==> config.mk <==
export PLATFORM = sky130hd
export DESIGN_NAME = aux_streamer
export DESIGN_NICKNAME = d
export VERILOG_FILES = /design/src/tapes_pkg.sv /design/src/aux_streamer.sv
export VERILOG_INCLUDE_DIRS = /design/src
export SDC_FILE = /design/constraint.sdc
export NUM_CORES = 1
export LEC_CHECK = 0
export BUFFER_PORTS_ARGS = -buffer_cell sky130_fd_sc_hd__buf_2
export CORE_MARGIN = 2
export CORE_UTILIZATION = 33
export DETAILED_ROUTE_END_ITERATION = 8
export PLACE_DENSITY = 0.67
export SLEW_MARGIN = 0
export SYNTH_ARGS = -nofsm -noshare
export SYNTH_HDL_FRONTEND = slang
export SYNTH_SLANG_ARGS = --single-unit
==> constraint.sdc <==
create_clock -name clk -period 5.8 [get_ports clk]
set_clock_uncertainty 0.1 [all_clocks]
set_input_delay 0.29 -clock clk [delete_from_list [all_inputs] [get_ports clk]]
set_output_delay 0.29 -clock clk [all_outputs]
set_load 0.005 [all_outputs]
==> src/tapes_consts.svh <==
`ifndef TAPES_CONSTS_SVH
`define TAPES_CONSTS_SVH

// word and lane sizes
`define TAPE_WORD_W      64
`define LANE_W           32

// ram map, tape words first, aux words right after
`define TAPE_DEPTH       256
`define RAM_ADDR_W       9
`define AUX_BASE         256

// aux accumulation shape
`define NUM_ROUNDS       8
`define NUM_SBOX         4       // indices per round
`define READS_PER_INDEX  8
`define READ_STRIDE      32      // word distance between strided reads

// xorshift32 seed
`define SEED_W           32

`endif

==> src/tapes_pkg.sv <==
`include "tapes_consts.svh"

package tapes_pkg;

    // one request on the shared ram port
    typedef struct packed {
        logic                     we;     // 1 = write, 0 = read
        logic [`RAM_ADDR_W-1:0]   addr;
        logic [`TAPE_WORD_W-1:0]  wdata;  // ignored on reads
    } mem_req_t;

    // one beat on the aux output stream
    typedef struct packed {
        logic [`TAPE_WORD_W-1:0]  data;   // aux word of one round
        logic                     last;   // final round
    } aux_beat_t;

endpackage

==> src/aux_streamer.sv <==
`timescale 1ns/100ps
`include "tapes_consts.svh"

module aux_streamer (
    input  logic                    clk,
    input  logic                    rst,
    input  logic                    start_i,
    input  logic                    grant_i,
    input  logic [`TAPE_WORD_W-1:0] rdata_i,
    input  logic                    aux_ready_i,
    output tapes_pkg::mem_req_t     req_o,
    output logic                    req_valid_o,
    output logic                    aux_valid_o,
    output tapes_pkg::aux_beat_t    aux_o,
    output logic                    done_o
);

    typedef enum logic [1:0] {
        STR_IDLE,
        STR_READ,
        STR_CAPT,       // rdata lands this cycle
        STR_HOLD        // beat offered
    } str_state_t;

    str_state_t                     state_q;
    logic [$clog2(`NUM_ROUNDS)-1:0] round_q;
    logic                           last_round;

    assign last_round  = (round_q == ($clog2(`NUM_ROUNDS))'(`NUM_ROUNDS - 1));
    assign req_valid_o = (state_q == STR_READ);
    assign aux_valid_o = (state_q == STR_HOLD);
    assign done_o      = aux_valid_o && aux_ready_i && aux_o.last;

    always_comb
    begin
        req_o.we    = 1'b0;
        req_o.addr  = `RAM_ADDR_W'(`AUX_BASE) + `RAM_ADDR_W'(round_q);
        req_o.wdata = '0;
    end

    always_ff @(posedge clk or negedge rst)
    begin
        if (!rst)
        begin
            state_q <= STR_IDLE;
            round_q <= '0;
        end
        else
        begin
            case (state_q)
                STR_IDLE:
                begin
                    if (start_i)
                    begin
                        state_q <= STR_READ;
                        round_q <= '0;
                    end
                end
                STR_READ: if (grant_i) state_q <= STR_CAPT;
                STR_CAPT: state_q <= STR_HOLD;
                STR_HOLD:
                begin
                    if (aux_ready_i)    // no new read before acceptance
                    begin
                        state_q <= last_round ? STR_IDLE : STR_READ;
                        round_q <= round_q + 1'b1;
                    end
                end
                default: state_q <= STR_IDLE;
            endcase
        end
    end

    // beat held stable until accepted
    always_ff @(posedge clk)
    begin
        if (state_q == STR_CAPT)
        begin
            aux_o.data <= rdata_i;
            aux_o.last <= last_round;
        end
    end

endmodule

==> results.md <==
Clocking:
- The number of setup buffers added after CTS is 0.
- The number of H-tree levels is 3.
- The CTS tree is yes.
- The clock slew at the register clock pins of the worst setup and hold paths is 0.08 ns.
- The master cell of the clock root buffer is sky130_fd_sc_hd__clkbuf_8.
- The clock drives 70 sinks.
- The clock latency of the later-clocked register in the worst-skew pair is 0.33 ns.
- The clock passes through at most 2 buffers.
- Buffers inserted during clock tree synthesis total 9.

Run:
- The max-capacitance violation count is 0.

Critical path:
- The startpoint type of the worst setup path is a flip-flop.
- The worst flop-to-flop path startpoint is state_q[0]$_DFFE_PN0P_.
- The critical path launch point is state_q[0]$_DFFE_PN0P_.
- STA puts the critical path data arrival time at 2.04 ns.
- Along the worst path, the maximum fanout reaches 44.
- The critical setup path kind is flip-flop to flip-flop.
- The endpoint kind of the worst setup timing path is a flip-flop.
- At the worst endpoint, the required time is 5.66 ns.

Layout:
- The net count of the finished layout is 409.
- The filler cell count in the final layout is 805.
- The library cells used most frequently in the layout, excluding fill and tap cells, are 139 x sky130_fd_sc_hd__buf_2, 71 x sky130_fd_sc_hd__conb_1, 65 x sky130_fd_sc_hd__edfxtp_1.
- The signed area change from the synthesized netlist to the final layout is 29.2%.
- Cells with a size suffix above 1 make up 48.1% of the layout.
- Leaving out fill and tap cells, the most frequent cell in the layout is sky130_fd_sc_hd__buf_2.
- 0 antenna diodes ended up in the layout.

Detailed routing:
- The detailed router finished its first iteration with 46 violations.
- In the final routed layout, each cell accounts on average for 12.6 microns.
- In this run the remaining antenna-violating nets after routing total 0.
- The final wirelength is 5590 microns.
- For this run, the detailed router's first-pass iteration total came to 4.
- After detailed routing, the number of remaining DRC violations is 0.
- The via-per-instance ratio is 3.81.
- The final route contains 1696 vias.

STA:
- The setup slack of the critical path after layout is 3.63 ns.
- Setup repair after global routing left no endpoint under its margin.
- The slew at the pin closest to its max-slew limit is 0.538 ns.
- The minimum clock period is 2.17 ns.
- Setup violations remaining at the end of the flow were counted as 0.
- In the final timing run, aggregate negative setup slack is 0 ns.
- The hold violation count in the final report was 0.
- The share of the clock period used by the worst path after layout is 37.4%.
- Measured against its own limit, the worst slew margin works out to 64.1%.
- The count of final max-slew check failures is 0.
- The achievable frequency is 460 MHz.

Floorplan:
- The count of pins on the block boundary is 211.
- The die width is 97.7 microns.
- The number of cell rows is 34.
- The initial utilization of the core area, before any placement, comes to 33.5%.
- In this run the vertical extent of the chip is 97.7 microns.
- The die covers 0.00954 sq mm.
- The area of the placeable core is 0.00864 sq mm.

Global route:
- Global routing used 11.4% of the available tracks across all layers.
- The first-pass GRT wire length is 8020 microns.
- The leftover overflow at the end of global routing is 0.
- The initial antenna violation count is 0.
- The number of global-route vias before repair came to 1531.
- The largest net degree at the start of global routing is 45.

Pwr:
- Summed over all cells, the static leakage comes to 1.72 nW.
- The power density over cell area is 428 mW/mm^2.
- The completed layout was analyzed and its total power is 0.00160 W.
- The worst-case vdd ir drop is 0.000199 V.

Synth:
- Counting flops and latches in the post-synthesis netlist gives 70.
- After synthesis, the cell types taking the most area are sky130_fd_sc_hd__edfxtp_1 67%, sky130_fd_sc_hd__buf_4 18%, sky130_fd_sc_hd__dfrtp_1 4.3%, sky130_fd_sc_hd__ha_1 3.5%, sky130_fd_sc_hd__a22o_1 0.91%.
- The Yosys step of the flow raised 0 warnings.
- The cell count after synthesis is 177.
- The number of distinct library cells after synthesis is 23.
- The post-synthesis instance area is 0.00290 sq mm.
- The synthesized area divided by synthesized cell count is 16.4 sq um.
- Summed over all instances, the cell type with the most area after synthesis is sky130_fd_sc_hd__edfxtp_1.
- Sequential elements use 71.7% of the synthesized area.
- The area share of the largest cell type after synthesis is 67.4%.

Placed design:
- In this run the tool buffered the top-level ports with 139 buffer cells.
- The placer's final routability congestion estimate is 0.726.
- Before CTS, the worst setup slack after placement is 3.62 ns.
- Detailed placement finished with a half-perimeter wire length of 4390 microns.

Min path:
- The worst hold path belongs to the class primary input to flip-flop.
- The start point of the worst hold path is rdata_i[9].

Status:
- The flow ran to the end, and the final reports show no timing, DRC or antenna violations.
Yosys cell counts:
| master | n |
|---|---|
| sky130_fd_sc_hd__o21ai_0 | 1 |
| sky130_fd_sc_hd__o22ai_1 | 2 |
| sky130_fd_sc_hd__nand2_1 | 2 |
| sky130_fd_sc_hd__conb_1 | 2 |
| sky130_fd_sc_hd__nand2b_2 | 1 |
| sky130_fd_sc_hd__o21bai_1 | 1 |
| sky130_fd_sc_hd__buf_4 | 71 |
| sky130_fd_sc_hd__dfrtp_1 | 5 |
| sky130_fd_sc_hd__a22o_1 | 3 |
| sky130_fd_sc_hd__a211oi_1 | 1 |
| sky130_fd_sc_hd__nor2b_2 | 1 |
| sky130_fd_sc_hd__edfxtp_1 | 65 |
| sky130_fd_sc_hd__nor2b_1 | 1 |
| sky130_fd_sc_hd__nor4_2 | 1 |
| sky130_fd_sc_hd__mux2_1 | 1 |
| sky130_fd_sc_hd__inv_1 | 5 |
| sky130_fd_sc_hd__a2bb2oi_1 | 1 |
| sky130_fd_sc_hd__nor2_1 | 1 |
| sky130_fd_sc_hd__and2b_4 | 1 |
| sky130_fd_sc_hd__nor3_2 | 1 |
| sky130_fd_sc_hd__and3_2 | 1 |
| sky130_fd_sc_hd__nand2b_1 | 1 |
| sky130_fd_sc_hd__ha_1 | 8 |
critical path, stage by stage, from the launching register on:
cell,delay [ns]
sky130_fd_sc_hd__dfrtp_1,0.43
sky130_fd_sc_hd__inv_1,0.15
sky130_fd_sc_hd__ha_2,0.54
sky130_fd_sc_hd__buf_4,0.56
through the flow:
step / instances / util, % / hold slack [ns] / instance area (sq um)
final: 445 / 43.3 / 0.0274 / 3740
after global routing: 445 / 43.3 / 0.000268 / 3740
after CTS: 440 / 42.8 / 0.00668 / 3690
after detailed placement: 423 / 40.1 / 0.0168 / 3460
after global placement: 423 / 40.1 / 0.0136 / 3460
after floorplan: 246 / - / -0.106 / 3160
layer usage:
metal	share of wire [%]	global-route usage [%]	vias up
met5	0	0	-
met4	1.6	4.49	0
met3	11	5.61	7
met2	48	18.1	121
met1	40	13.2	780
li1	-	-	788
state kept, by name (all words and copies together), names as in the netlist:
signal	count
aux_o	65
round_q	3
state_q	2
layout make-up:
type / instances / area, sq um / area share (%)
timing repair buffer: 146 / 763 / 20.4
sequential: 70 / 2080 / 55.5
clock inverter: 7 / 96.3 / 2.57
inverter: 5 / 18.8 / 0.501
clock buffer: 9 / 124 / 3.31
multi-input combinational: 100 / 529 / 14.1
tap: 108 / 135 / 3.61
worst paths after layout:
path                                          endpoint  slack (ns)  depth (start not counted)
worst min-delay path               aux_o[10]$_DFFE_PN_        0.03                          1
worst max register to register     aux_o[18]$_DFFE_PN_        3.63                          3
max in group asynchronous       round_q[2]$_DFFE_PN0P_        5.26                          2
worst min register to register  round_q[2]$_DFFE_PN0P_        0.47                          1
worst max-delay path               aux_o[18]$_DFFE_PN_        3.63                          3
min in group asynchronous       state_q[0]$_DFFE_PN0P_        0.20                          2
repair_timing:
action	in CTS	in global routing
hold endpoints to repair	5	5
hold buffers	1	5
gates resized for setup	0	0
setup endpoints to repair	0	0
kinds of logic (layout without fill, tap and decap cells):
family	Yosys count	in the layout	synth area share [%]
DFF	70	70	71.7
other	2	71	0.259
adders and majority gates	8	8	3.46
AOI/OAI and AO/OA	9	9	2.33
and+or+nand+nor	11	11	2.81
muxes	1	1	0.389
buffers and inverters	76	167	19.0
power by group:
group          total (W)  switching, W  internal, W
Clock           0.000428      0.000184     0.000244
Combinational   0.000386      0.000218     0.000168
Sequential      0.000788     0.0000518     0.000736
(Power assumes the default switching activity.)
