==> config.mk <==
export PLATFORM = sky130hd
export DESIGN_NAME = tape_filler
export DESIGN_NICKNAME = d
export VERILOG_FILES = /design/src/tapes_pkg.sv /design/src/tape_filler.sv
export VERILOG_INCLUDE_DIRS = /design/src
export SDC_FILE = /design/constraint.sdc
export NUM_CORES = 1
export LEC_CHECK = 0
export ABC_CLOCK_PERIOD_IN_PS = 2600
export BUFFER_PORTS_ARGS = -buffer_cell sky130_fd_sc_hd__buf_2
export CAP_MARGIN = 20
export CORE_AREA = 2 2 89 91
export CTS_BUF_LIST = sky130_fd_sc_hd__clkbuf_16
export DETAILED_ROUTE_END_ITERATION = 16
export DIE_AREA = 0 0 91 93
export PLACE_DENSITY = 0.84
export SKIP_LAST_GASP = 1
export SLEW_MARGIN = 10
export SYNTH_ARGS = -nofsm -noshare
export SYNTH_HDL_FRONTEND = slang
export SYNTH_SLANG_ARGS = --single-unit
export TNS_END_PERCENT = 10
==> constraint.sdc <==
create_clock -name clk -period 2.6 [get_ports clk]
set_input_delay 0.39 -clock clk [delete_from_list [all_inputs] [get_ports clk]]
set_output_delay 0.39 -clock clk [all_outputs]
set_load 0.02 [all_outputs]
==> src/tapes_consts.svh <==
`ifndef TAPES_CONSTS_SVH
`define TAPES_CONSTS_SVH

// word and lane sizes
`define TAPE_WORD_W      64
`define LANE_W           32

// ram map, tape words first, aux words right after
`define TAPE_DEPTH       256
`define RAM_ADDR_W       9
`define AUX_BASE         256

// aux accumulation shape
`define NUM_ROUNDS       8
`define NUM_SBOX         4       // indices per round
`define READS_PER_INDEX  8
`define READ_STRIDE      32      // word distance between strided reads

// xorshift32 seed
`define SEED_W           32

`endif

==> src/tapes_pkg.sv <==
`include "tapes_consts.svh"

package tapes_pkg;

    // one request on the shared ram port
    typedef struct packed {
        logic                     we;     // 1 = write, 0 = read
        logic [`RAM_ADDR_W-1:0]   addr;
        logic [`TAPE_WORD_W-1:0]  wdata;  // ignored on reads
    } mem_req_t;

    // one beat on the aux output stream
    typedef struct packed {
        logic [`TAPE_WORD_W-1:0]  data;   // aux word of one round
        logic                     last;   // final round
    } aux_beat_t;

endpackage

==> src/tape_filler.sv <==
`timescale 1ns/100ps
`include "tapes_consts.svh"

module tape_filler (
    input  logic                clk,
    input  logic                rst,
    input  logic                start_valid_i,
    input  logic [`SEED_W-1:0]  seed_i,
    input  logic                grant_i,
    input  logic                stream_done_i,
    output logic                start_ready_o,
    output tapes_pkg::mem_req_t req_o,
    output logic                req_valid_o,
    output logic                fill_done_o
);

    typedef enum logic [1:0] {
        FILL_IDLE,
        FILL_RUN,
        FILL_WAIT       // engine busy downstream
    } fill_state_t;

    fill_state_t            state_q;
    logic [`RAM_ADDR_W-1:0] waddr_q;
    logic [`SEED_W-1:0]     xs_q;
    logic [`LANE_W-1:0]     lo_lane;
    logic [`LANE_W-1:0]     hi_lane;

    // xorshift32, shifts 13 / 17 / 5
    function automatic logic [`SEED_W-1:0] xs_step(input logic [`SEED_W-1:0] x);
        logic [`SEED_W-1:0] y;
        y = x ^ (x << 13);
        y = y ^ (y >> 17);
        y = y ^ (y << 5);
        return y;
    endfunction

    assign lo_lane = xs_step(xs_q);     // first step
    assign hi_lane = xs_step(lo_lane);  // second step

    assign start_ready_o = (state_q == FILL_IDLE);
    assign req_valid_o   = (state_q == FILL_RUN);

    always_comb
    begin
        req_o.we    = 1'b1;
        req_o.addr  = waddr_q;
        req_o.wdata = {hi_lane, lo_lane};
    end

    always_ff @(posedge clk or negedge rst)
    begin
        if (!rst)
        begin
            state_q     <= FILL_IDLE;
            waddr_q     <= '0;
            fill_done_o <= 1'b0;
        end
        else
        begin
            fill_done_o <= 1'b0;
            case (state_q)
                FILL_IDLE:
                begin
                    if (start_valid_i)
                    begin
                        state_q <= FILL_RUN;
                        waddr_q <= '0;
                    end
                end
                FILL_RUN:
                begin
                    if (grant_i)
                    begin
                        waddr_q <= waddr_q + 1'b1;
                        if (waddr_q == `RAM_ADDR_W'(`TAPE_DEPTH - 1))
                        begin
                            state_q     <= FILL_WAIT;
                            fill_done_o <= 1'b1;    // kicks the accumulator
                        end
                    end
                end
                FILL_WAIT:
                begin
                    if (stream_done_i)
                    begin
                        state_q <= FILL_IDLE;
                    end
                end
                default: state_q <= FILL_IDLE;
            endcase
        end
    end

    always_ff @(posedge clk)
    begin
        if (start_valid_i && start_ready_o)
        begin
            xs_q <= seed_i;
        end
        else if (req_valid_o && grant_i)
        begin
            xs_q <= hi_lane;                // two steps per word
        end
    end

endmodule

==> results.json <==
{
  "run_status": "finished with violations",
  "violations": "setup timing",
  "slew_headroom_pct": 63.81,
  "ys_seq_area_share_pct": 36.76,
  "final-max-slew-violation-count": 0,
  "grt_pass1_vias": 2576,
  "core.rowCount": 32,
  "placement.setup.worst_slack_ns": 0.1182,
  "antenna_cell_count": 0,
  "setup_repair_after_global_routing_missed_its_margin": "yes",
  "grt_max_degree": 40,
  "grt_antenna_before_repair": 0,
  "cts.root.buffer_cell": "clkbuf_16",
  "worstPathCellList": "xor2_1 -> xnor2_1 -> xnor2_1 -> xnor3_1 -> buf_2",
  "clock.fmax_mhz": 374.0,
  "regToRegSetupSlack_ns": 0.25,
  "yosys.area.top_type_share_pct": 28.01,
  "worst_hold_startpoint": "grant_i",
  "route.antenna.remaining_nets": 0,
  "final_hold_viol_count": 0,
  "worst_setup_path_end_kind": "output port",
  "syn-instance-count": 279,
  "avgViaCountPerCell": 4.848,
  "layout-area-overhead-vs-synth_pct": 34.79,
  "timing.critical_path.slowest_cell_delay_ns": 0.48,
  "die_height_um": 93,
  "post_synth_mux_area_share_pct": 10.80,
  "cts_tree": "yes",
  "post_synth_xor_area_fraction_pct": 44.35,
  "grt_pass1_wl_um": 13160,
  "worst_ep_required_time_ns": 2.21,
  "nature_of_the_critical_path_startpoint": "flip-flop",
  "timing.hold.worst_path_depth": 3,
  "core_ar_um2": 7527,
  "worst_skew_pair.late_latency_ns": 0.29,
  "io-pin-count": 114,
  "synth_top_cell_by_area": "edfxtp_1",
  "synth-adder-area-share_pct": 0.7294,
  "critPathKind": "reg2out",
  "worstHoldEndpoint": "waddr_q[0]",
  "critPathSlowestCell": "edfxtp_1",
  "global_route.overflow_total": 0,
  "post_synth_and_or_nand_nor_area_fraction_pct": 4.121,
  "clockBufferDepth": 2,
  "timing_worst_slew_pin_value_ns": 0.5389,
  "ys_types": 32,
  "path_max_fanout": 4,
  "floorplan.initialDensity_pct": 45.58,
  "cpMostUsedCell": "xnor2_1",
  "yosys-top-cells-area": "edfxtp_1, xnor2_1, xor2_1",
  "max_cap_viol_count": 0,
  "die_area_um2": 8463,
  "ys_warns": 0,
  "cts_buffers": 5,
  "drc_viols": 0,
  "place_congestion": 0.8792,
  "min_period_over_period_pct": 102.9,
  "initialDrtViolationCount": 148,
  "synthesis.area_um2": 3431,
  "drive_above_1_share_pct": 50.24,
  "crit_arrival_ns": 2.28,
  "clkSlewWorstSetupHoldPaths_ns": 0.07,
  "buffer_ports.inserted": 112,
  "postSynthAreaPerCell_um2": 12.30,
  "grt_use_total_pct": 20.11,
  "synth-compound-area-share_pct": 0.8023,
  "worst_hold_path_type": "in2reg",
  "setup_viol": 8,
  "dr.pass1.iters": 5,
  "syn_nets": 318,
  "clock-sinks": 44,
  "finalNetCount": 462,
  "routed-via-count": 2550,
  "timing.final.crit_period_ns": 2.674,
  "worstReg2RegEnd": "xs_q[15]",
  "combinational_family_with_the_most_area_after_synthesis": "XOR/XNOR gates",
  "post_drt_wl_per_cell_um": 16.86,
  "clock_skew_ns": 0.006392,
  "layout_setup_ws_ns": -0.07416,
  "clock_tree.htree_level_count": 2,
  "critical_path.reg2reg.startpoint": "xs_q[13]",
  "worst_r2r_path_depth": 5,
  "dp_hpwl_um": 6510,
  "die_x_um": 91,
  "yosys_register_bits": 44,
  "totalWireLength_um": 8866
}
-- stage by stage --
step	hold WS, ns	TNS [ns]	area, um^2	instances	utilization (%)
CTS	0.3704	-0.6192	4444	513	59.04
detailed placement	0.2805	0	4208	498	55.90
global placement	0.2756	0	4208	498	55.90
finish	0.3747	-0.2408	4624	526	61.44
global route	0.3773	-1.810	4624	526	61.44
floorplan	0.09441	0	3433	279	-
-- final cells by class --
cell class	instances	area, um^2
Clock buffer	5	125.1
Timing Repair Buffer	151	858.3
Sequential cell	44	1261
Clock inverter	3	23.77
Fill cell	611	2903
Multi-Input combinational cell	216	2210
Tap cell	102	127.6
Inverter	5	18.77
-- flip-flops by register name, summed over array words and instances, names as in the netlist --
register and flops:
xs_q 32, fill_done_o 1, state_q 2, waddr_q 9
-- critical path: cells and delay by family (launching register included) --
kind | cells | cell delay [ns]
xor gates and xnor gates | 4 | 1.34
buffers and inverters | 1 | 0.18
DFF | 1 | 0.48
-- synthesized netlist by cell type --
library cell  number
nand4_1            2
xor3_1             3
nor3_1             1
xor2_1            38
a21o_1             1
clkbuf_1          11
ha_1               2
dfrtp_1           12
buf_4              2
or2_2              1
xor2_2             3
o21ai_0            4
nor2b_1            1
conb_1             1
buf_2              1
edfxtp_1          32
mux2_1             5
nand3_1            5
nand2_1            5
nor3b_1            1
nand3b_1           1
xnor3_1            7
and3_1             2
and2_1             1
mux2i_1            1
mux2_2            27
xnor2_4            1
xnor2_2            4
xnor3_2            2
xnor2_1           88
nor2_1             9
inv_1              5
-- per-layer routing --
layer	wire [um]	track usage [%]	share of wire, %	up-vias
met3	543	3.465	6.1	15
met4	186	7.828	2.1	0
li1	-	-	-	1202
met1	3707	27.38	42	1236
met5	0	0	0	-
met2	4429	32.22	50	97
-- placed cells by master (no fill, tap or decap) --
| cell type | Yosys | routed |
|---|---|---|
| a21o_1 | 1 | 1 |
| and2_1 | 1 | 1 |
| and3_1 | 2 | 2 |
| buf_2 | 1 | 111 |
| buf_4 | 2 | 39 |
| clkbuf_16 | 0 | 5 |
| conb_1 | 1 | 1 |
| dfrtp_1 | 12 | 12 |
| dlygate4sd3_1 | 0 | 1 |
| edfxtp_1 | 32 | 32 |
| ha_1 | 2 | 2 |
| inv_1 | 5 | 5 |
| inv_4 | 0 | 1 |
| inv_6 | 0 | 2 |
| mux2_1 | 5 | 5 |
| mux2_2 | 27 | 27 |
| mux2i_1 | 1 | 1 |
| nand2_1 | 5 | 5 |
| nand3_1 | 5 | 5 |
| nand3b_1 | 1 | 1 |
| nand4_1 | 2 | 2 |
| nor2_1 | 9 | 8 |
| nor2_4 | 0 | 1 |
| nor2b_1 | 1 | 1 |
| nor3_1 | 1 | 1 |
| nor3b_1 | 1 | 1 |
| o21ai_0 | 4 | 4 |
| or2_2 | 1 | 1 |
| xnor2_1 | 88 | 80 |
| xnor2_2 | 4 | 11 |
| xnor2_4 | 1 | 2 |
| xnor3_1 | 7 | 4 |
| xnor3_2 | 2 | 5 |
| xor2_1 | 38 | 33 |
| xor2_2 | 3 | 8 |
| xor3_1 | 3 | 3 |
-- what timing repair did --
| action | 4_1_cts | 5_1_grt |
|---|---|---|
| setup endpoints to repair | 15 | 18 |
| gates resized for setup | 6 | 12 |
| buffers inserted | 6 | 13 |
| endpoints found under the hold margin | 12 | 0 |
| hold buffers | 1 | 0 |
| pin swaps | 2 | 7 |
-- logic make-up (layout without fill, tap and decap cells) --
logic type,Yosys count,after routing
AO/OA/AOI/OAI,5,5
XOR/XNOR,146,146
multiplexers,33,33
flip-flops,44,44
AND/OR/NAND/NOR,29,29
buffers and inverters,19,164
adder cells (fa/ha/maj),2,2
other,1,1
-- how the worst max path moves through the flow --
stage	from	cells after the start	endpoint	slack (ns)
final	xs_q[13]	5	req_o[47]	-0.07
after global routing	xs_q[13]	5	req_o[47]	-0.17
after CTS	xs_q[15]	5	req_o[47]	-0.08
after detailed placement	xs_q[14]	5	req_o[47]	0.12
after global placement	xs_q[7]	5	req_o[57]	0.14
after floorplan	xs_q[13]	5	xs_q[15]	0.05
Power is left out: the tool's default activity adds up to more than one toggle a clock period on the data nets, which glitch-free logic cannot reach.
