$ cat config.mk
export PLATFORM = sky130hd
export DESIGN_NAME = mem_arbiter
export DESIGN_NICKNAME = d
export VERILOG_FILES = /design/src/tapes_pkg.sv /design/src/mem_arbiter.sv
export VERILOG_INCLUDE_DIRS = /design/src
export SDC_FILE = /design/constraint.sdc
export NUM_CORES = 1
export LEC_CHECK = 0
export BUFFER_PORTS_ARGS = -buffer_cell sky130_fd_sc_hd__buf_2
export CAP_MARGIN = 20
export CORE_AREA = 5 5 114 116
export DETAILED_ROUTE_END_ITERATION = 10
export DIE_AREA = 0 0 119 121
export PLACE_DENSITY = 0.47
export SYNTH_ARGS = -nofsm -noshare
export SYNTH_HDL_FRONTEND = slang
export SYNTH_SLANG_ARGS = --single-unit
$ cat constraint.sdc
create_clock -name vclk -period 0.8
set_input_delay 0 -clock vclk [all_inputs]
set_output_delay 0 -clock vclk [all_outputs]
set_load 0.01 [all_outputs]
$ cat src/tapes_consts.svh
`ifndef TAPES_CONSTS_SVH
`define TAPES_CONSTS_SVH

// word and lane sizes
`define TAPE_WORD_W      64
`define LANE_W           32

// ram map, tape words first, aux words right after
`define TAPE_DEPTH       256
`define RAM_ADDR_W       9
`define AUX_BASE         256

// aux accumulation shape
`define NUM_ROUNDS       8
`define NUM_SBOX         4       // indices per round
`define READS_PER_INDEX  8
`define READ_STRIDE      32      // word distance between strided reads

// xorshift32 seed
`define SEED_W           32

`endif

$ cat src/tapes_pkg.sv
`include "tapes_consts.svh"

package tapes_pkg;

    // one request on the shared ram port
    typedef struct packed {
        logic                     we;     // 1 = write, 0 = read
        logic [`RAM_ADDR_W-1:0]   addr;
        logic [`TAPE_WORD_W-1:0]  wdata;  // ignored on reads
    } mem_req_t;

    // one beat on the aux output stream
    typedef struct packed {
        logic [`TAPE_WORD_W-1:0]  data;   // aux word of one round
        logic                     last;   // final round
    } aux_beat_t;

endpackage

$ cat src/mem_arbiter.sv
`timescale 1ns/100ps

module mem_arbiter (
    input  tapes_pkg::mem_req_t fill_req_i,
    input  tapes_pkg::mem_req_t acc_req_i,
    input  tapes_pkg::mem_req_t strm_req_i,
    input  logic                fill_valid_i,
    input  logic                acc_valid_i,
    input  logic                strm_valid_i,
    output logic                fill_grant_o,
    output logic                acc_grant_o,
    output logic                strm_grant_o,
    output tapes_pkg::mem_req_t ram_req_o,
    output logic                ram_valid_o
);

    // fixed priority, filler > accumulator > streamer
    always_comb
    begin
        fill_grant_o = fill_valid_i;
        acc_grant_o  = acc_valid_i && !fill_valid_i;
        strm_grant_o = strm_valid_i && !fill_valid_i && !acc_valid_i;
    end

    assign ram_valid_o = fill_valid_i || acc_valid_i || strm_valid_i;

    // request mux follows the grant
    always_comb
    begin
        if (fill_grant_o)
        begin
            ram_req_o = fill_req_i;
        end
        else if (acc_grant_o)
        begin
            ram_req_o = acc_req_i;
        end
        else
        begin
            ram_req_o = strm_req_i;     // don't care when nobody asks
        end
    end

endmodule

==> reports/results.md, run 1 <==
| Stage | Quantity | This run |
| --- | --- | --- |
| status | Status | finished clean |
| job | Number of max-capacitance violations reported | 0 |
| die | Top-level port count | 303 |
| die | Standard cell core area | 11800 um2 |
| synth | Synth area leaders | mux2i_1, nand2_1, o21ai_0 |
| global routing | Overall overflow remaining after global route | 0 |
| drt | Via-to-Cell Ratio | 4.19 |
| drt | Total length of routed wires | 9390 um |
| die | Y dimension of the die | 121 um |
| global routing | Met2 usage | 23.7% |
| layout | Fraction of layout instances using a drive strength above 1 | 59.3% |
| pwr | IR Drop Worst-Case VDD | 0.000205 V |
| synth | Warnings, synthesis | 0 |
| layout | Growth of design area from synthesis to finish | 110% |
| global routing | All-layer global routing usage | 11.2% |
| synth | Cell taking the most area after synthesis | mux2i_1 |
| placed design | Total half-perimeter wirelength after legalization and detailed placement | 8280 um |
| setup path | Crit path DAT | 0.76 ns |
| sta | Worst max-slew margin expressed relative to the limit | 90.2% |
| setup path | Critical path start-end classification | in2out |
| setup path | Maximum fanout along the worst path | 14 |
| die | Die outline area | 14400 um2 |
| setup path | Required arrival time at the worst endpoint | 0.80 ns |
| die | Initial Util | 13.7% |
| hold path | Path category of the worst min-delay check | in2out |
| global routing | Met1 global-route usage | 11.5% |
| drt | Residual DRC | 0 |
| drt | Drt initial violations | 48 |
| synth | Syn_area_per_cell | 6.46 um2 |
| global routing | Pin count of the biggest net entering global routing | 45 |
| drt | Vias after detailed routing | 2917 |
| placed design | Placed cell count | 696 |
| placed design | Routability cong. | 0.842 |
| drt | Number of routed nets with antenna violations | 0 |
| hold path | Hold Startpoint | fill_req_i[31] |
| synth | Portion of the post-synthesis area used by sequential elements | 0% |
| hold path | Worst hold path cell count | 4 |
| die | Site row count | 40 |
| sta | Share of the cycle needed by the critical path after routing | 94.7% |
| layout | Nets | 777 |
| cts | Buffers inserted during post-CTS setup optimization | 0 |
| die | Width of the chip | 119 um |
| global routing | Number of global-route vias before repair | 2870 |
| placed design | IO buf count | 303 |
| layout | Layout Cells excl Fill | 697 |
| setup path | Critical Path End Type | primary output |
| pwr | Leakage power | 2.06 nW |
| sta | Peak Freq | 1320 MHz |
| global routing | Global routing usage on met3 | 2.75% |
| drt | Avg WL per Cell | 13.5 um |
| synth | Ranking of synthesized cells by instance count | mux2i_1, nand2_1, o21ai_0 |
| global routing | Wire length of the first global-routing pass | 13700 um |
| pwr | Power Density | 557 nW/um2 |
| drt | Detailed-routing iteration count for the pre-antenna-repair pass | 4 |
| synth | Post-synth top area share | 45.7% |
| sta | Worst Setup Slack, final | 0.0427 ns |
| synth | Synthesized netlist cell count | 251 |
| sta | Final max-slew violation count | 0 |
| layout | Clock tree buffer count of the final layout | 0 |
| hold path | Capture endpoint of the worst hold path | ram_req_o[31] |
| global routing | Busiest grt layer | met2 |
| setup path | Crit path launch type | primary input |
| layout | Total number of sequential cells | 0 |
| cts | Cts hold-fix bufs | 0 |
| sta | Transition time at the pin with the least slew margin | 0.143 ns |
| layout | Footprint of the flip-flops and latches | 0 um2 |
| sta | Final Critical Period | 0.757 ns |
| synth | Library cells used by synthesis | 12 |
| sta | Setup violations, final | 0 |
| placed design | Worst slack, placed | -0.0820 ns |
| synth | Combined area of all synthesized cells | 1620 um2 |
| synth | Number of nets in the synthesized netlist | 476 |
| sta | Number of endpoints with negative hold slack in the final report | 0 |
| global routing | Antenna violations before repair | 0 |
| sta | Min Hold Slack | 0.291 ns |
| sta | Unrepaired setup endpoints after global routing | yes |
| layout | Antenna diodes | 0 |
final cells by class:
class / count / area (um2)
fillers: 1299 / 8410
multi-input cells: 225 / 1410
well taps: 147 / 184
repair buffers: 325 / 1800
cell families after synthesis:
family | count (synthesis) | share of synthesized area (%)
compound gates | 74 | 22.8
buf+inv | 26 | 13.1
mux | 74 | 45.7
simple gates | 77 | 18.4
worst max path at each step:
stage | from | to | cells after the start
floorplan | acc_valid_i | strm_grant_o | 4
global placement | acc_valid_i | ram_req_o[25] | 5
detailed placement | acc_valid_i | ram_req_o[25] | 5
CTS | acc_valid_i | ram_req_o[23] | 5
global route | acc_valid_i | ram_req_o[38] | 5
finish | acc_valid_i | ram_req_o[37] | 5
power by group:
part,internal (W),switching (W),total [W],leakage (nW)
sequential,0,0,0,0
clock,0,0,0,0
combinational,0.00102,0.000872,0.00190,2.06
critical path, cell delays in order:
cell and delay (ns):
buf_16 0.13, buf_4 0.17, mux2i_1 0.12, o21ai_0 0.17, buf_2 0.16
routing by layer:
layer	share of wire, %	vias to the layer above	routed length (um)
met5	0	-	0
met4	0	0	0
met3	11	0	999
met2	55	180	5140
met1	35	1254	3250
li1	-	1483	-
layout by cell type, fill, tap and decap left out:
cell type  Yosys  routed
buf_12         4       3
buf_16         0       3
buf_2         10     301
buf_4          2      14
buf_6          4       3
buf_8          0       1
mux2i_1       74      73
mux2i_2        0       1
nand2_1       74      74
nor2b_1        1       1
nor3b_1        1       1
o21ai_0       46      39
o21ai_1       28      35
or3_1          1       1
metrics by stage:
step	utilization [%]	power [W]	TNS [ns]	area [um2]
final	28.8	0.00190	0	3400
after CTS	28.5	0.00190	0	3360
after floorplan	-	0.000874	0	1620
after global routing	28.8	0.00209	-0.164	3400
after detailed placement	28.1	0.00187	-2.33	3320
after global placement	28.1	0.00186	-1.31	3320
repair_timing:
action                     4_1_cts  5_1_grt
cloned                           1        0
setup endpoints to repair       72       48
gates resized for setup          6       13
No activity file was read; power rests on OpenSTA's default activity.
==> run 2, diff against run 1 <==
- ABC_AREA: unset -> 1
- CORE_AREA: 5 5 114 116 -> 5 5 116 118
- DIE_AREA: 0 0 119 121 -> 0 0 121 123
- PLACE_DENSITY: 0.47 -> 0.46
==> run 2 against run 1 <==
The flow now finishes with violations (setup timing). Global-route usage increased by 3.1 points. Area after synthesis fell by 2.2%. Routed wire length increased by 46%. Non-clock buffer count rose by 10. Synthesized cell count up 35%. Largest cell class unchanged. Count of clock-buffer cells in the layout stayed put. Sequential share of layout area is the same. Combinational power is 61% higher. Setup slack worse by 0.16 ns.
==> reports/results.md, run 2 <==
| Stage | Quantity | This run | Change |
| --- | --- | --- | --- |
| status | Violated checks | setup timing |  |
| layout | Fraction of layout instances using a drive strength above 1 | 75.9% | was 59.3% |
| global routing | Pin count of the biggest net entering global routing | 48 | was 45 |
| placed design | Total half-perimeter wirelength after legalization and detailed placement | 8500 um | was 8280 um |
| synth | Cell taking the most area after synthesis | nand3_1 | was mux2i_1 |
| layout | Growth of design area from synthesis to finish | 214% | was 110% |
| global routing | Global routing usage on met3 | 3.61% | was 2.75% |
| job | Number of max-capacitance violations reported | 0 | unchanged |
| global routing | Met2 usage | 26.8% | was 23.7% |
| setup path | Critical Path End Type | primary output | unchanged |
| sta | Worst max-slew margin expressed relative to the limit | 84.0% | was 90.2% |
| setup path | Maximum fanout along the worst path | 6 | was 14 |
| placed design | Worst slack, placed | -0.153 ns | was -0.0820 ns |
| global routing | Wire length of the first global-routing pass | 17300 um | was 13700 um |
| drt | Detailed-routing iteration count for the pre-antenna-repair pass | 4 | unchanged |
| drt | Number of routed nets with antenna violations | 0 | unchanged |
| global routing | Met1 global-route usage | 16.2% | was 11.5% |
| drt | Residual DRC | 0 | unchanged |
| layout | Commonest cells after routing, fill and taps aside | buf_2, nand3_1, buf_6 | was buf_2, nand2_1, mux2i_1 |
| synth | Most numerous cell in the Yosys netlist | nand2_1 |  |
| drt | Via-to-Cell Ratio | 4.48 | was 4.19 |
| sta | Unrepaired setup endpoints after global routing | yes | unchanged |
| layout | Commonest non-fill, non-tap cell in the layout | buf_2 | unchanged |
| hold path | Path category of the worst min-delay check | in2out | unchanged |
| pwr | Leakage power | 3.01 nW | was 2.06 nW |
| die | Top-level port count | 303 | unchanged |
| cts | Cts hold-fix bufs | 0 | unchanged |
| synth | Portion of the post-synthesis area used by sequential elements | 0% | unchanged |
| placed design | Post-Place Cell Area | 3260 um2 | was 3320 um2 |
| global routing | Antenna violations before repair | 2 | was 0 |
| synth | Ranking of synthesized cells by instance count | nand2_1, nand3_1, buf_2 | was mux2i_1, nand2_1, o21ai_0 |
| sta | Final max-slew violation count | 0 | unchanged |
| global routing | Busiest grt layer | met2 | unchanged |
| layout | Layout fillers | 1262 | was 1299 |
| layout | Clock tree buffer count of the final layout | 0 | unchanged |
| synth | Synthesized netlist cell count | 338 | was 251 |
| placed design | Routability cong. | 0.761 | was 0.842 |
| hold path | Worst hold path cell count | 4 | unchanged |
| status | Status | complete, but fails checks | was finished clean |
| global routing | Overall overflow remaining after global route | 0 | unchanged |
| drt | Avg WL per Cell | 17.0 um | was 13.5 um |
| synth | Combined area of all synthesized cells | 1590 um2 | was 1620 um2 |
| drt | Vias after detailed routing | 3630 | was 2917 |
| die | Y dimension of the die | 123 um | was 121 um |
| layout | Total number of sequential cells | 0 | unchanged |
| sta | Peak Freq | 1080 MHz | was 1320 MHz |
| layout | Footprint of the flip-flops and latches | 0 um2 | unchanged |
| synth | Warnings, synthesis | 0 | unchanged |
| synth | Synth area leaders | nand3_1, nand2_1, buf_6 | was mux2i_1, nand2_1, o21ai_0 |
| sta | Transition time at the pin with the least slew margin | 0.241 ns | was 0.143 ns |
| sta | Number of endpoints with negative hold slack in the final report | 0 | unchanged |
| die | Standard cell core area | 12400 um2 | was 11800 um2 |
| pwr | IR Drop Worst-Case VDD | 0.000273 V | was 0.000205 V |
| global routing | Number of global-route vias before repair | 3437 | was 2870 |
| sta | Final Critical Period | 0.922 ns | was 0.757 ns |
| drt | Total length of routed wires | 13700 um | was 9390 um |
| setup path | Crit path launch type | primary input | unchanged |
| layout | Nets | 865 | was 777 |
| synth | Number of nets in the synthesized netlist | 563 | was 476 |
| placed design | IO buf count | 303 | unchanged |
| setup path | Required arrival time at the worst endpoint | 0.80 ns | about the same |
| layout | Final std cell area, no fill | 4990 um2 | was 3400 um2 |
| synth | Post-synth top area share | 46.7% | was 45.7% |
| pwr | Total power consumption of the routed design | 0.00305 W | was 0.00190 W |
| die | Initial Util | 12.8% | was 13.7% |
| sta | Setup violations, final | 70 | was 0 |
| die | Site row count | 41 | was 40 |
| synth | Library cells used by synthesis | 11 | was 12 |
| global routing | All-layer global routing usage | 14.3% | was 11.2% |
| pwr | Power Density | 612 nW/um2 | was 557 nW/um2 |
| drt | Drt initial violations | 151 | was 48 |
| synth | Syn_area_per_cell | 4.69 um2 | was 6.46 um2 |
| die | Die outline area | 14900 um2 | was 14400 um2 |
| sta | Share of the cycle needed by the critical path after routing | 115% | was 94.7% |
| setup path | Crit path DAT | 0.92 ns | was 0.76 ns |
| setup path | Critical path start-end classification | in2out | unchanged |
| sta | Worst Setup Slack, final | -0.122 ns | was 0.0427 ns |
| die | Width of the chip | 121 um | was 119 um |
## run 2: cell types whose count changed after synthesis, sizes merged, moves of 3 or more
cell and change:
buf +11, inv +3, mux2i -74, nand2 +75
nand3 +148, o21ai -74
## run 2: final timing paths
check | to | start
hold / removal | ram_req_o[49] | strm_req_i[49]
setup / recovery | ram_req_o[22] | fill_valid_i
## run 2: report_power, final
part / switching (W) / total (W) / internal, W
combinational: 0.00142 / 0.00305 / 0.00164
clock: 0 / 0.000000000167 / 0.000000000167
sequential: 0 / 0 / 0
total: 0.00142 / 0.00305 / 0.00164
## run 2: worst max-delay path, cell delays in order
cell and delay, ns:
buf_12 0.11, nor2_4 0.13, buf_6 0.13, buf_12 0.13, clkbuf_16 0.16, nand2_2 0.06
nand3_1 0.07, buf_2 0.13
## run 2: timing repair
action / 4_1_cts / 5_1_grt
gates cloned: 8 / 3
resized for setup: 132 / 173
pin swaps: 8 / 10
buffers inserted: 9 / 1
endpoints found under the setup margin: 74 / 75
## run 2: logic make-up after synthesis
group	Yosys count	share of synthesized area (%)
buffers and inverters	38	16.8
and+or+nand+nor	300	83.2
## run 2: area by class of cell
type | count | area (um2) | area share, %
Antenna cell | 1 | 2.50 | 0.0502
Inverter | 3 | 11.3 | 0.226
Multi-Input combinational cell | 300 | 2180 | 43.7
Tap cell | 172 | 215 | 4.31
Timing Repair Buffer | 335 | 2580 | 51.7
## run 2: metrics by stage
step	setup TNS, ns	utilization (%)	hold WS [ns]	instances
5_1_grt	-6.48	40.4	0.293	811
6_report	-3.66	40.4	0.277	811
3_3_place_gp	-5.49	26.3	0.284	792
3_5_place_dp	-4.90	26.3	0.284	792
2_1_floorplan	0	-	0.0918	338
4_1_cts	-3.47	33.3	0.271	807
## run 2: metal layers
layer,vias up,wire length [um]
li1,1736,-
met1,1642,4820
met2,228,7180
met3,22,1460
met4,2,279
met5,-,7
